### config.mk
export PLATFORM = sky130hd
export DESIGN_NAME = vendingMachine
export DESIGN_NICKNAME = d
export VERILOG_FILES = /design/src/logic/vendPkg.sv /design/src/logic/serviceFsm.sv /design/src/logic/changeCounter.sv /design/src/logic/coinBank.sv /design/src/logic/vendingMachine.sv
export VERILOG_INCLUDE_DIRS = /design/src /design/src/include
export SDC_FILE = /design/constraint.sdc
export NUM_CORES = 1
export LEC_CHECK = 0
export ABC_AREA = 1
export ABC_CLOCK_PERIOD_IN_PS = 4900
export BUFFER_PORTS_ARGS = -buffer_cell sky130_fd_sc_hd__buf_2
export CAP_MARGIN = 20
export CORE_UTILIZATION = 39
export DETAILED_ROUTE_END_ITERATION = 16
export PLACE_DENSITY_LB_ADDON = 0.2
export SYNTH_ARGS = -nofsm -noshare
export SYNTH_HDL_FRONTEND = slang
export SYNTH_SLANG_ARGS = --single-unit
### constraint.sdc
create_clock -name clk -period 4.9 [get_ports clk]
set_clock_uncertainty 0.15 [all_clocks]
set_input_delay 0.245 -clock clk [delete_from_list [all_inputs] [get_ports clk]]
set_output_delay 0.245 -clock clk [all_outputs]
set_load 0.03 [all_outputs]
### src/include/vending_settings.svh
`ifndef VENDING_SETTINGS_SVH
`define VENDING_SETTINGS_SVH

// coin values in NTD
`define VALUE_NTD50 8'd50
`define VALUE_NTD10 8'd10
`define VALUE_NTD5  8'd5
`define VALUE_NTD1  8'd1

`define COST_A      8'd8
`define COST_B      8'd15
`define COST_C      8'd22

`define STOCK_INIT  3'd2  // per denomination after reset
`define STOCK_MAX   3'd7  // stock saturates here

`define COIN_IN_W   2     // inserted count width
`define COIN_OUT_W  3     // stock and coin-out count width
`define VALUE_W     8     // money value width

`endif

### src/logic/vendPkg.sv
package vendPkg;

  typedef enum logic [1:0] {
    IDLE     = 2'd0,  // waiting for a request
    CHECK    = 2'd1,  // money against cost
    DISPENSE = 2'd2,  // one coin per cycle
    FINISH   = 2'd3   // result on the ports
  } serviceState_t;

  // greedy order, largest first
  typedef enum logic [1:0] {
    NTD50 = 2'd0,
    NTD10 = 2'd1,
    NTD5  = 2'd2,
    NTD1  = 2'd3
  } coinType_t;

  typedef enum logic [1:0] {
    ITEM_NONE = 2'd0,
    ITEM_A    = 2'd1,
    ITEM_B    = 2'd2,
    ITEM_C    = 2'd3
  } item_t;

endpackage

### src/logic/serviceFsm.sv
module serviceFsm (
  input  logic               clk,
  input  logic               reset,
  input  logic               reqValid,
  input  logic               haveCoin,
  input  logic               fits,
  input  logic               short,
  output logic               deposit,
  output logic               take,
  output logic               refund,
  output logic               clearOut,
  output logic               load,
  output vendPkg::coinType_t coinSel,
  output logic               done,
  output logic               saleOk
);
  import vendPkg::*;

  serviceState_t state;
  serviceState_t nextState;
  coinType_t     nextSel;
  logic          nextSaleOk;

  always_comb begin
    nextState  = state;
    nextSel    = coinSel;
    nextSaleOk = saleOk;
    deposit    = 1'b0;
    take       = 1'b0;
    refund     = 1'b0;
    case (state)
      IDLE: begin
        if (reqValid) begin
          deposit    = 1'b1;  // bank and counter both latch the request
          nextSel    = NTD50;
          nextSaleOk = 1'b0;
          nextState  = CHECK;
        end
      end
      CHECK: begin
        if (short) begin
          refund    = 1'b1;  // not enough money or no item
          nextState = FINISH;
        end else begin
          nextState = DISPENSE;
        end
      end
      DISPENSE: begin
        if (fits && haveCoin) begin
          take = 1'b1;  // issue one coin, stay on this denomination
        end else if (coinSel != NTD1) begin
          nextSel = coinType_t'(coinSel + 2'd1);  // next smaller coin
        end else if (fits) begin
          // change left but no 1-coin to pay it
          refund    = 1'b1;
          nextState = FINISH;
        end else begin
          nextSaleOk = 1'b1;  // nothing fits at NTD1 so change is zero
          nextState  = FINISH;
        end
      end
      default: begin
        nextState = IDLE;  // FINISH lasts one cycle
      end
    endcase
  end

  always_ff @(posedge clk) begin
    if (!reset) begin
      state   <= IDLE;
      coinSel <= NTD50;
      saleOk  <= 1'b0;
    end else begin
      state   <= nextState;
      coinSel <= nextSel;
      saleOk  <= nextSaleOk;
    end
  end

  assign load     = deposit;
  assign done     = (state == FINISH);
  assign clearOut = done;  // coin-out counters empty after the result

endmodule

### src/logic/changeCounter.sv
`include "vending_settings.svh"

module changeCounter (
  input  logic                  clk,
  input  logic                  reset,
  input  logic                  load,
  input  logic                  take,
  input  vendPkg::coinType_t    coinSel,
  input  logic [`COIN_IN_W-1:0] coinIn50,
  input  logic [`COIN_IN_W-1:0] coinIn10,
  input  logic [`COIN_IN_W-1:0] coinIn5,
  input  logic [`COIN_IN_W-1:0] coinIn1,
  input  vendPkg::item_t        itemIn,
  output logic                  fits,
  output logic                  short,
  output vendPkg::item_t        itemHeld
);
  import vendPkg::*;

  logic [`VALUE_W-1:0] inValue;    // value of the coins on the ports
  logic [`VALUE_W-1:0] paid;       // value latched at load
  logic [`VALUE_W-1:0] change;     // change still owed
  logic [`VALUE_W-1:0] coinValue;  // value of the selected coin

  function automatic logic [`VALUE_W-1:0] costOf(item_t item);
    case (item)
      ITEM_A:  return `COST_A;
      ITEM_B:  return `COST_B;
      ITEM_C:  return `COST_C;
      default: return '0;
    endcase
  endfunction

  assign inValue = `VALUE_NTD50 * coinIn50 + `VALUE_NTD10 * coinIn10 +
                   `VALUE_NTD5 * coinIn5 + `VALUE_NTD1 * coinIn1;

  always_comb begin
    case (coinSel)
      NTD50:   coinValue = `VALUE_NTD50;
      NTD10:   coinValue = `VALUE_NTD10;
      NTD5:    coinValue = `VALUE_NTD5;
      default: coinValue = `VALUE_NTD1;
    endcase
  end

  always_ff @(posedge clk) begin
    if (!reset) begin
      paid     <= '0;
      change   <= '0;
      itemHeld <= ITEM_NONE;
    end else if (load) begin
      paid     <= inValue;
      change   <= inValue - costOf(itemIn);  // wraps when short, never used then
      itemHeld <= itemIn;
    end else if (take) begin
      change <= change - coinValue;
    end
  end

  assign fits  = (change >= coinValue);
  assign short = (itemHeld == ITEM_NONE) || (paid < costOf(itemHeld));

endmodule

### src/logic/coinBank.sv
`include "vending_settings.svh"

module coinBank (
  input  logic                   clk,
  input  logic                   reset,
  input  logic                   deposit,
  input  logic                   take,
  input  logic                   refund,
  input  logic                   clearOut,
  input  vendPkg::coinType_t     coinSel,
  input  logic [`COIN_IN_W-1:0]  coinIn50,
  input  logic [`COIN_IN_W-1:0]  coinIn10,
  input  logic [`COIN_IN_W-1:0]  coinIn5,
  input  logic [`COIN_IN_W-1:0]  coinIn1,
  output logic                   haveCoin,
  output logic [`COIN_OUT_W-1:0] coinOut50,
  output logic [`COIN_OUT_W-1:0] coinOut10,
  output logic [`COIN_OUT_W-1:0] coinOut5,
  output logic [`COIN_OUT_W-1:0] coinOut1
);
  import vendPkg::*;

  logic [`COIN_OUT_W-1:0] stock    [4];  // coins held, indexed by coinType_t
  logic [`COIN_OUT_W-1:0] snapshot [4];  // stock before the deposit
  logic [`COIN_OUT_W-1:0] outCnt   [4];  // coins issued this request
  logic [`COIN_IN_W-1:0]  inCnt    [4];
  logic [`COIN_IN_W-1:0]  inHeld   [4];  // inserted counts for a refund
  logic [`COIN_OUT_W:0]   sum      [4];  // one extra bit for saturation

  always_comb begin
    inCnt[NTD50] = coinIn50;
    inCnt[NTD10] = coinIn10;
    inCnt[NTD5]  = coinIn5;
    inCnt[NTD1]  = coinIn1;
  end

  always_comb begin
    for (int i = 0; i < 4; i++) begin
      sum[i] = {1'b0, stock[i]} + {{(`COIN_OUT_W + 1 - `COIN_IN_W){1'b0}}, inCnt[i]};
    end
  end

  always_ff @(posedge clk) begin
    if (!reset) begin
      for (int i = 0; i < 4; i++) begin
        stock[i]  <= `STOCK_INIT;
        outCnt[i] <= '0;
      end
    end else if (deposit) begin
      for (int i = 0; i < 4; i++) begin
        // extra coins beyond the bin limit are kept out of the count
        stock[i] <= (sum[i] > `STOCK_MAX) ? `STOCK_MAX : sum[i][`COIN_OUT_W-1:0];
      end
    end else if (take) begin
      stock[coinSel]  <= stock[coinSel] - 1'b1;
      outCnt[coinSel] <= outCnt[coinSel] + 1'b1;
    end else if (refund) begin
      for (int i = 0; i < 4; i++) begin
        stock[i]  <= snapshot[i];  // undo deposit and any issued coins
        outCnt[i] <= {{(`COIN_OUT_W - `COIN_IN_W){1'b0}}, inHeld[i]};
      end
    end else if (clearOut) begin
      for (int i = 0; i < 4; i++) begin
        outCnt[i] <= '0;
      end
    end
  end

  always_ff @(posedge clk) begin
    if (deposit) begin
      for (int i = 0; i < 4; i++) begin
        snapshot[i] <= stock[i];
        inHeld[i]   <= inCnt[i];
      end
    end
  end

  assign haveCoin = (stock[coinSel] != '0);

  assign coinOut50 = outCnt[NTD50];
  assign coinOut10 = outCnt[NTD10];
  assign coinOut5  = outCnt[NTD5];
  assign coinOut1  = outCnt[NTD1];

endmodule

### src/logic/vendingMachine.sv
`include "vending_settings.svh"

module vendingMachine (
  input  logic                   clk,
  input  logic                   reset,
  input  logic                   reqValid,
  input  logic [`COIN_IN_W-1:0]  coinIn50,
  input  logic [`COIN_IN_W-1:0]  coinIn10,
  input  logic [`COIN_IN_W-1:0]  coinIn5,
  input  logic [`COIN_IN_W-1:0]  coinIn1,
  input  vendPkg::item_t         itemIn,
  output logic                   done,
  output vendPkg::item_t         itemOut,
  output logic [`COIN_OUT_W-1:0] coinOut50,
  output logic [`COIN_OUT_W-1:0] coinOut10,
  output logic [`COIN_OUT_W-1:0] coinOut5,
  output logic [`COIN_OUT_W-1:0] coinOut1
);
  import vendPkg::*;

  logic      deposit, take, refund, clearOut, load;
  logic      saleOk, haveCoin, fits, short;
  coinType_t coinSel;
  item_t     itemHeld;

  logic [`COIN_OUT_W-1:0] bankOut50, bankOut10, bankOut5, bankOut1;  // counters mid-dispense

  serviceFsm i_serviceFsm (
    .clk(clk), .reset(reset), .reqValid(reqValid),
    .haveCoin(haveCoin), .fits(fits), .short(short),
    .deposit(deposit), .take(take), .refund(refund), .clearOut(clearOut),
    .load(load), .coinSel(coinSel), .done(done), .saleOk(saleOk)
  );

  changeCounter i_changeCounter (
    .clk(clk), .reset(reset), .load(load), .take(take), .coinSel(coinSel),
    .coinIn50(coinIn50), .coinIn10(coinIn10), .coinIn5(coinIn5), .coinIn1(coinIn1),
    .itemIn(itemIn), .fits(fits), .short(short), .itemHeld(itemHeld)
  );

  coinBank i_coinBank (
    .clk(clk), .reset(reset), .deposit(deposit), .take(take), .refund(refund),
    .clearOut(clearOut), .coinSel(coinSel),
    .coinIn50(coinIn50), .coinIn10(coinIn10), .coinIn5(coinIn5), .coinIn1(coinIn1),
    .haveCoin(haveCoin),
    .coinOut50(bankOut50), .coinOut10(bankOut10), .coinOut5(bankOut5), .coinOut1(bankOut1)
  );

  // result only shows while done is high
  assign itemOut   = (done && saleOk) ? itemHeld : ITEM_NONE;
  assign coinOut50 = done ? bankOut50 : '0;
  assign coinOut10 = done ? bankOut10 : '0;
  assign coinOut5  = done ? bankOut5 : '0;
  assign coinOut1  = done ? bankOut1 : '0;

endmodule

==> results of run 1 <==
final cells by class:
class / count / area [sq um] / area share
clock buffer: 10 / 229.0 / 0.04069
clock inverter: 6 / 87.58 / 0.01557
inverter: 102 / 382.9 / 0.06805
multi-input combinational: 437 / 2700 / 0.4799
sequential: 69 / 1822 / 0.3238
tap: 168 / 210.2 / 0.03736
timing repair buffer: 34 / 195.2 / 0.03469
registers in the layout, indices dropped and copies added (netlist names), 2 cells and up, named ones only:
| register | flops |
|---|---|
| i_changeCounter.change | 8 |
| i_changeCounter.itemHeld | 2 |
| i_changeCounter.paid | 8 |
| i_coinBank.inHeld | 8 |
| i_coinBank.outCnt | 12 |
| i_coinBank.snapshot | 12 |
| i_coinBank.stock | 12 |
| i_serviceFsm.coinSel | 2 |
| i_serviceFsm.state | 2 |
cell usage after synthesis (all sizes together):
cell and n:
a211oi 2, a21o 1, a21oi 30, a22o 4, a311oi 1, a31oi 5, a32o 3, and2 1
buf 3, clkbuf 5, clkinv 2, dfxtp 25, edfxtp 44, fa 9, ha 57, inv 100
nand2 175, nand3 23, nand3b 4, nand4 9, nor2 44, nor3 10, nor4 1, o211ai 2
o21a 1, o21ai 37, o21bai 1, o22ai 6, o31ai 1, or2 3, xnor2 3, xor2 4
logic make-up after synthesis:
kind of cell | after synthesis | share of synthesized area
buffers and inverters | 110 | 0.08714
DFF | 69 | 0.3678
and+or+nand+nor | 270 | 0.2438
adders and majority gates | 66 | 0.1803
xor gates and xnor gates | 7 | 0.01238
AOI/OAI and AO/OA | 94 | 0.1086
worst max-delay path, cell delays in order:
cell and delay, ps:
dlygate4sd3_1 530, buf_2 150, ha_1 270, inv_1 50
fa_1 500, inv_1 40, ha_1 370, xor2_1 280
ha_1 330, a21oi_1 180, nand2_1 110, nand2_1 70
nand2_1 50, a21oi_1 260, nand3_1 120, nand2_1 70
nand3_1 70, nand2_1 80, a21oi_1 50
through the flow:
stage | worst slack (ps) | total power, mW
global route | 929.5 | 3.218
floorplan | 1805 | 1.917
global placement | 1377 | 2.252
finish | 1137 | 2.972
detailed placement | 1280 | 2.275
CTS | 1154 | 2.984
power breakdown:
group | internal (mW) | switching [mW]
registers | 0.819 | 0.123
clock network | 0.445 | 0.255
logic | 0.460 | 0.870
per-layer routing:
metal	up-vias	GRT usage
li1	2099	-
met2	102	0.3253
met4	0	0.08052
met3	20	0.03547
met1	1871	0.2697
met5	-	0
worst paths after layout:
check                               start                         to  slack, ps  cells after the start
setup reg to reg  i_serviceFsm.coinSel[1]    i_coinBank.outCnt[0][0]       1350                     17
setup / recovery               coinIn5[0]  i_changeCounter.change[7]       1140                     19
hold / removal                 coinIn1[1]    i_coinBank.inHeld[3][1]          7                      1
hold reg to reg   i_changeCounter.paid[5]    i_changeCounter.paid[5]        330                      2
==> flow_metrics.env, run 1 <==
export IMPL_viasPerCell=4.954
export IMPL_final_util=0.4608
export IMPL_syn_area_sq_um=4954
export IMPL_dr_wl_met3_um=687
export IMPL_status="complete, no violations"
export IMPL_crit_arrival_ps=3840
export IMPL_routed_top_layer="met4"
export IMPL_layout_common_cells="166 x nand2_1, 97 x inv_1, 57 x ha_1, 44 x edfxtp_1, 41 x nor2_1"
export IMPL_n_fill_cell=1210
export IMPL_hold_buffers=3
export IMPL_coreArea_sq_um=12210
export IMPL_maxCapViolCount=0
export IMPL_synthesis_nets=695
export IMPL_first_iter_violations=190
export IMPL_met1_length_mm=5.861
export IMPL_final_nets=732
export IMPL_root_buffer="clkbuf_16"
export IMPL_cts_resized_gates=0
export IMPL_end_kind="flop"
export IMPL_cp_required_ps=4970
export IMPL_track_usage=0.2018
export IMPL_routed_wl_met2_mm=5.304
export IMPL_port_buffers=27
export IMPL_routed_wl_mm=12.13
export IMPL_rows=40
export IMPL_clk_pin_slew_worst_paths_ps=60
export IMPL_dieArea_sq_um=13160
export IMPL_yosysTopAreaCellShare=0.2667
export IMPL_stdcell_count=826
export IMPL_numClockSinks=69
export IMPL_p_leak_nw=2.754
export IMPL_tns_ps=0
export IMPL_worstSetupPathType="in2reg"
export IMPL_overflow=0
export IMPL_period_needed_ps=3763
export IMPL_clock_fmax_mhz=265.7
export IMPL_place_inst=807
export IMPL_clk_latency_ps=340
export IMPL_start_util=0.4056
export IMPL_synthCells=616
export IMPL_die_height_um=114.7
export IMPL_die_x_um=114.7
export IMPL_max_slew_margin_rel=0.6622
export IMPL_syn_avg_cell_area_sq_um=8.041
export IMPL_peakVddDrop_v=0.0001581
export IMPL_cts_tree="built"
export IMPL_holdWs_ps=7.179
export IMPL_cp_max_fo=5
export IMPL_via_count=4092
export IMPL_yosysUniqueCellTypes=43
export IMPL_design_area_sq_um=5627
export IMPL_drive_gt1_frac=0.1018
export IMPL_clk_path_buf_depth=2
export IMPL_yosysTopAreaCell="edfxtp_1"
export IMPL_worstMarginPinSlew_ps=506.7
export IMPL_grt_setup_unrepaired="false"
export IMPL_pin_count=28
export IMPL_yosys_top_cells_area="edfxtp_1 27%, ha_1 14%, nand2_1 13%"
export IMPL_hp_class="in2reg"
export IMPL_start_kind="primary input"
export IMPL_first_pass_iters=4
export IMPL_area_delta_synth_final_pct=13.59
export IMPL_grt_pass1_vias=3921
export IMPL_cts_buffers=9
export IMPL_synth_seq_cells=69
export IMPL_grt_max_degree=30
export IMPL_diodes=0
export IMPL_drv_slew=0
export IMPL_final_common_cell="nand2_1"
export IMPL_wire_per_inst_um=14.69
export IMPL_antenna_found_initial=0
export IMPL_timing_final_crit_share=0.7681
export IMPL_htree_levels=3
export IMPL_place_area_sq_um=5280
export IMPL_setup_viol_count_final=0
export IMPL_dp_hpwl_mm=9.629
export IMPL_drc=0
export IMPL_cts_setup_buffers=0
export IMPL_p_per_area_nw_per_um2=528.2
export IMPL_synth_warning_count=0
export IMPL_ant_nets=0
export IMPL_ys_seq_area_frac=0.3678
export IMPL_grt_first_pass_wirelength_mm=19.82
export IMPL_place_congestion=0.8576
export IMPL_finalHoldViolations=0
No activity file was read; power rests on OpenSTA's default activity.
==> run 2: changes to the inputs <==
Settings changed: ABC_AREA 1 to 0, ABC_CLOCK_PERIOD_IN_PS 4900 to 3500.
Clock period 4.9 ns to 3.5 ns, I/O delays scaled along.
==> run 2 against run 1 <==
Against the previous run: register-to-register slack got worse by 1200 ps; setup slack got worse by 950 ps; total power increased by 38%; sequential cell count stayed put; via count is 6.5% lower; combinational power up 39%; non-clock buffer count increased by 25; cell area about the same; final cell count down 16%; first-iteration DRC count fell by 7.9%; utilization grew 0.78 points; largest cell class unchanged; largest power group unchanged.
==> flow_metrics.env, run 2 <==
export IMPL_start_kind="flop"
export IMPL_first_pass_iters=5
export IMPL_port_buffers=27
export IMPL_setup_viol_count_final=0
export IMPL_die_x_um=113.1
export IMPL_drc=0
export IMPL_yosysTopAreaCell="edfxtp_1"
export IMPL_worstSetupPathType="reg2reg"
export IMPL_pin_count=28
export IMPL_yosys_top_cells_area="edfxtp_1 27%, ha_1 15%, dfxtp_1 10%"
export IMPL_ys_seq_area_frac=0.3785
export IMPL_syn_area_sq_um=4813
export IMPL_die_height_um=113.1
export IMPL_timing_final_crit_share=0.9470
export IMPL_reg_top3="i_coinBank.outCnt: 12 flops, i_coinBank.snapshot: 12 flops, i_coinBank.stock: 12 flops"
export IMPL_layout_common_cells="57 x ha_1, 46 x nor2_1, 45 x inv_1, 44 x edfxtp_1, 43 x nand2_1"
export IMPL_area_delta_synth_final_pct=16.92
export IMPL_overflow=0
export IMPL_diodes=0
export IMPL_final_nets=622
export IMPL_clk_path_buf_depth=2
export IMPL_grt_first_pass_wirelength_mm=19.62
export IMPL_clk_pin_slew_worst_paths_ps=50
export IMPL_routed_wl_met2_mm=5.620
export IMPL_total_power_mw=4.104
export IMPL_rows=40
export IMPL_hold_path_end="i_coinBank.inHeld[1][0]"
export IMPL_drv_slew=0
export IMPL_synthesis_nets=567
export IMPL_yosysTopAreaCellShare=0.2745
export IMPL_dieArea_sq_um=12790
export IMPL_numClockSinks=69
export IMPL_cts_tree="built"
export IMPL_final_common_cell="ha_1"
export IMPL_n_fill_cell=1136
export IMPL_crit_path_top_delay_cell="dfxtp_1"
export IMPL_peakVddDrop_v=0.0002368
export IMPL_antenna_found_initial=0
export IMPL_worstReg2RegStart="i_serviceFsm.coinSel[0]"
export IMPL_hold_depth=1
export IMPL_cp_required_ps=3430
export IMPL_met1_length_mm=5.423
export IMPL_root_buffer="clkbuf_16"
export IMPL_clk_latency_ps=330
export IMPL_maxCapViolCount=0
export IMPL_grt_max_degree=29
export IMPL_finalHoldViolations=0
export IMPL_cp_slowest_stage_delay_ps=380
export IMPL_path_cells="inv_1 > ha_1 > or2_2 > ha_1 > fa_2 > nor2b_4 > o21ba_2 > o311a_1 > a311oi_4 > and2_2 > a221o_1"
export IMPL_ant_nets=0
export IMPL_start_util=0.4007
export IMPL_wire_per_inst_um=17.22
export IMPL_routed_wl_mm=11.97
export IMPL_seq_area_sq_um=1822
export IMPL_period_needed_ps=3315
export IMPL_synthCells=488
export IMPL_end_kind="flop"
export IMPL_dr_wl_met3_um=607
export IMPL_place_congestion=0.8366
export IMPL_via_count=3826
export IMPL_clock_fmax_mhz=301.7
export IMPL_viasPerCell=5.505
export IMPL_worstHoldStart="coinIn10[0]"
export IMPL_crit_arrival_ps=3240
export IMPL_syn_avg_cell_area_sq_um=9.863
export IMPL_track_usage=0.2000
export IMPL_worstMarginPinSlew_ps=744.5
export IMPL_synth_warning_count=0
export IMPL_yosysMostFrequentCell="ha_1"
export IMPL_cp_common_cell="ha_1"
export IMPL_coreArea_sq_um=12010
export IMPL_grt_pass1_vias=3759
export IMPL_status="complete, no violations"
export IMPL_postSynth_asyncResetShare=0
export IMPL_multi_input_area_sq_um=2784
export IMPL_synth_seq_cells=69
export IMPL_synth_edff_count=44
export IMPL_p_leak_nw=2.376
export IMPL_htree_levels=3
export IMPL_worstRegToRegCells=11
export IMPL_cts_buffers=9
export IMPL_max_slew_margin_rel=0.5031
export IMPL_cp_max_fo=7
export IMPL_dp_hpwl_mm=9.240
export IMPL_drive_gt1_frac=0.1606
export IMPL_tns_ps=0
export IMPL_cts_setup_buffers=0
export IMPL_holdWs_ps=8.824
export IMPL_synth_commonest_cells="57 x ha_1, 46 x nor2_1, 45 x inv_1"
export IMPL_p_per_area_nw_per_um2=729.2
export IMPL_r2r_end="i_coinBank.stock[1][0]"
export IMPL_synth_ff_type="edfxtp_1"
export IMPL_routed_top_layer="met4"
export IMPL_grt_setup_unrepaired="false"
export IMPL_first_iter_violations=175
export IMPL_ff2ff_setup_slack_ps=190
export IMPL_hp_class="in2reg"
export IMPL_yosysUniqueCellTypes=62
run 2: changes by cell type in the layout (fill, tap and decap cells not counted), moves of 7 or more:
cell,delta
nor2b_1,+8
nand3_1,-9
buf_4,+24
nand4_1,-9
a211oi_1,+14
and2_1,+11
inv_1,-52
xnor2_1,+9
nand2_1,-123
a21oi_1,-8
mux2i_1,+7
o21ai_0,-21
run 2: worst max path at each step:
stage                              end  depth (start not counted)                     from  slack (ps)
6_report        i_coinBank.stock[1][0]                         11  i_serviceFsm.coinSel[0]         190
5_1_grt        i_coinBank.outCnt[2][2]                         13  i_serviceFsm.coinSel[1]          40
4_1_cts         i_coinBank.stock[3][0]                         12  i_serviceFsm.coinSel[0]          10
3_5_place_dp    i_coinBank.stock[0][1]                         11  i_serviceFsm.coinSel[0]          10
3_3_place_gp    i_coinBank.stock[0][1]                         11  i_serviceFsm.coinSel[0]          50
2_1_floorplan   i_coinBank.stock[0][0]                         12  i_serviceFsm.coinSel[0]          80
run 2: cell type report:
class,count,area share
clock buffer,11,0.04135
sequential,69,0.3237
inverter,45,0.03001
clock inverter,5,0.009115
tap,147,0.03268
timing repair buffer,59,0.06847
multi-input combinational,359,0.4947
run 2: metal layers:
metal,track usage,up-vias
li1,-,1890
met1,0.2724,1798
met2,0.3207,113
met3,0.02142,25
met4,0.09298,0
met5,0,-
run 2: where the power goes:
part	internal [mW]	leakage, nW	switching (mW)
logic	0.764	1.61	1.09
clock network	0.547	0.137	0.333
registers	1.19	0.634	0.188
run 2: per-stage QoR:
| step | area, sq um | setup WS, ps | cells | utilization |
|---|---|---|---|---|
| detailed placement | 5279 | 10.77 | 675 | 0.4395 |
| CTS | 5604 | 12.90 | 695 | 0.4666 |
| global placement | 5279 | 46.62 | 675 | 0.4395 |
| global route | 5628 | 36.12 | 695 | 0.4685 |
| finish | 5628 | 185.5 | 695 | 0.4685 |
| floorplan | 4813 | 76.76 | 488 | - |
run 2: cell families after synthesis:
family,after synthesis,share of synthesized area
muxes,14,0.04341
xor gates and xnor gates,15,0.02729
DFF,69,0.3785
and+or+nand+nor,159,0.1606
adders and majority gates,66,0.1856
AOI/OAI and AO/OA,105,0.1549
buffers and inverters,60,0.04965
run 2: what timing repair did:
| action | CTS | global route |
|---|---|---|
| endpoints found under the hold margin | 4 | 0 |
| hold buffers | 4 | 0 |
| endpoints found under the setup margin | 1 | 39 |
| pin swaps | 0 | 1 |
| cloned | 0 | 0 |
| gates resized for setup | 1 | 4 |
run 2: critical path, delay by kind of cell, from the launching register on:
family | cells | cell delay, ps
AOI/OAI and AO/OA | 4 | 890
adders and majority gates | 3 | 810
and+or+nand+nor | 3 | 770
DFF | 1 | 380
buffers and inverters | 1 | 70
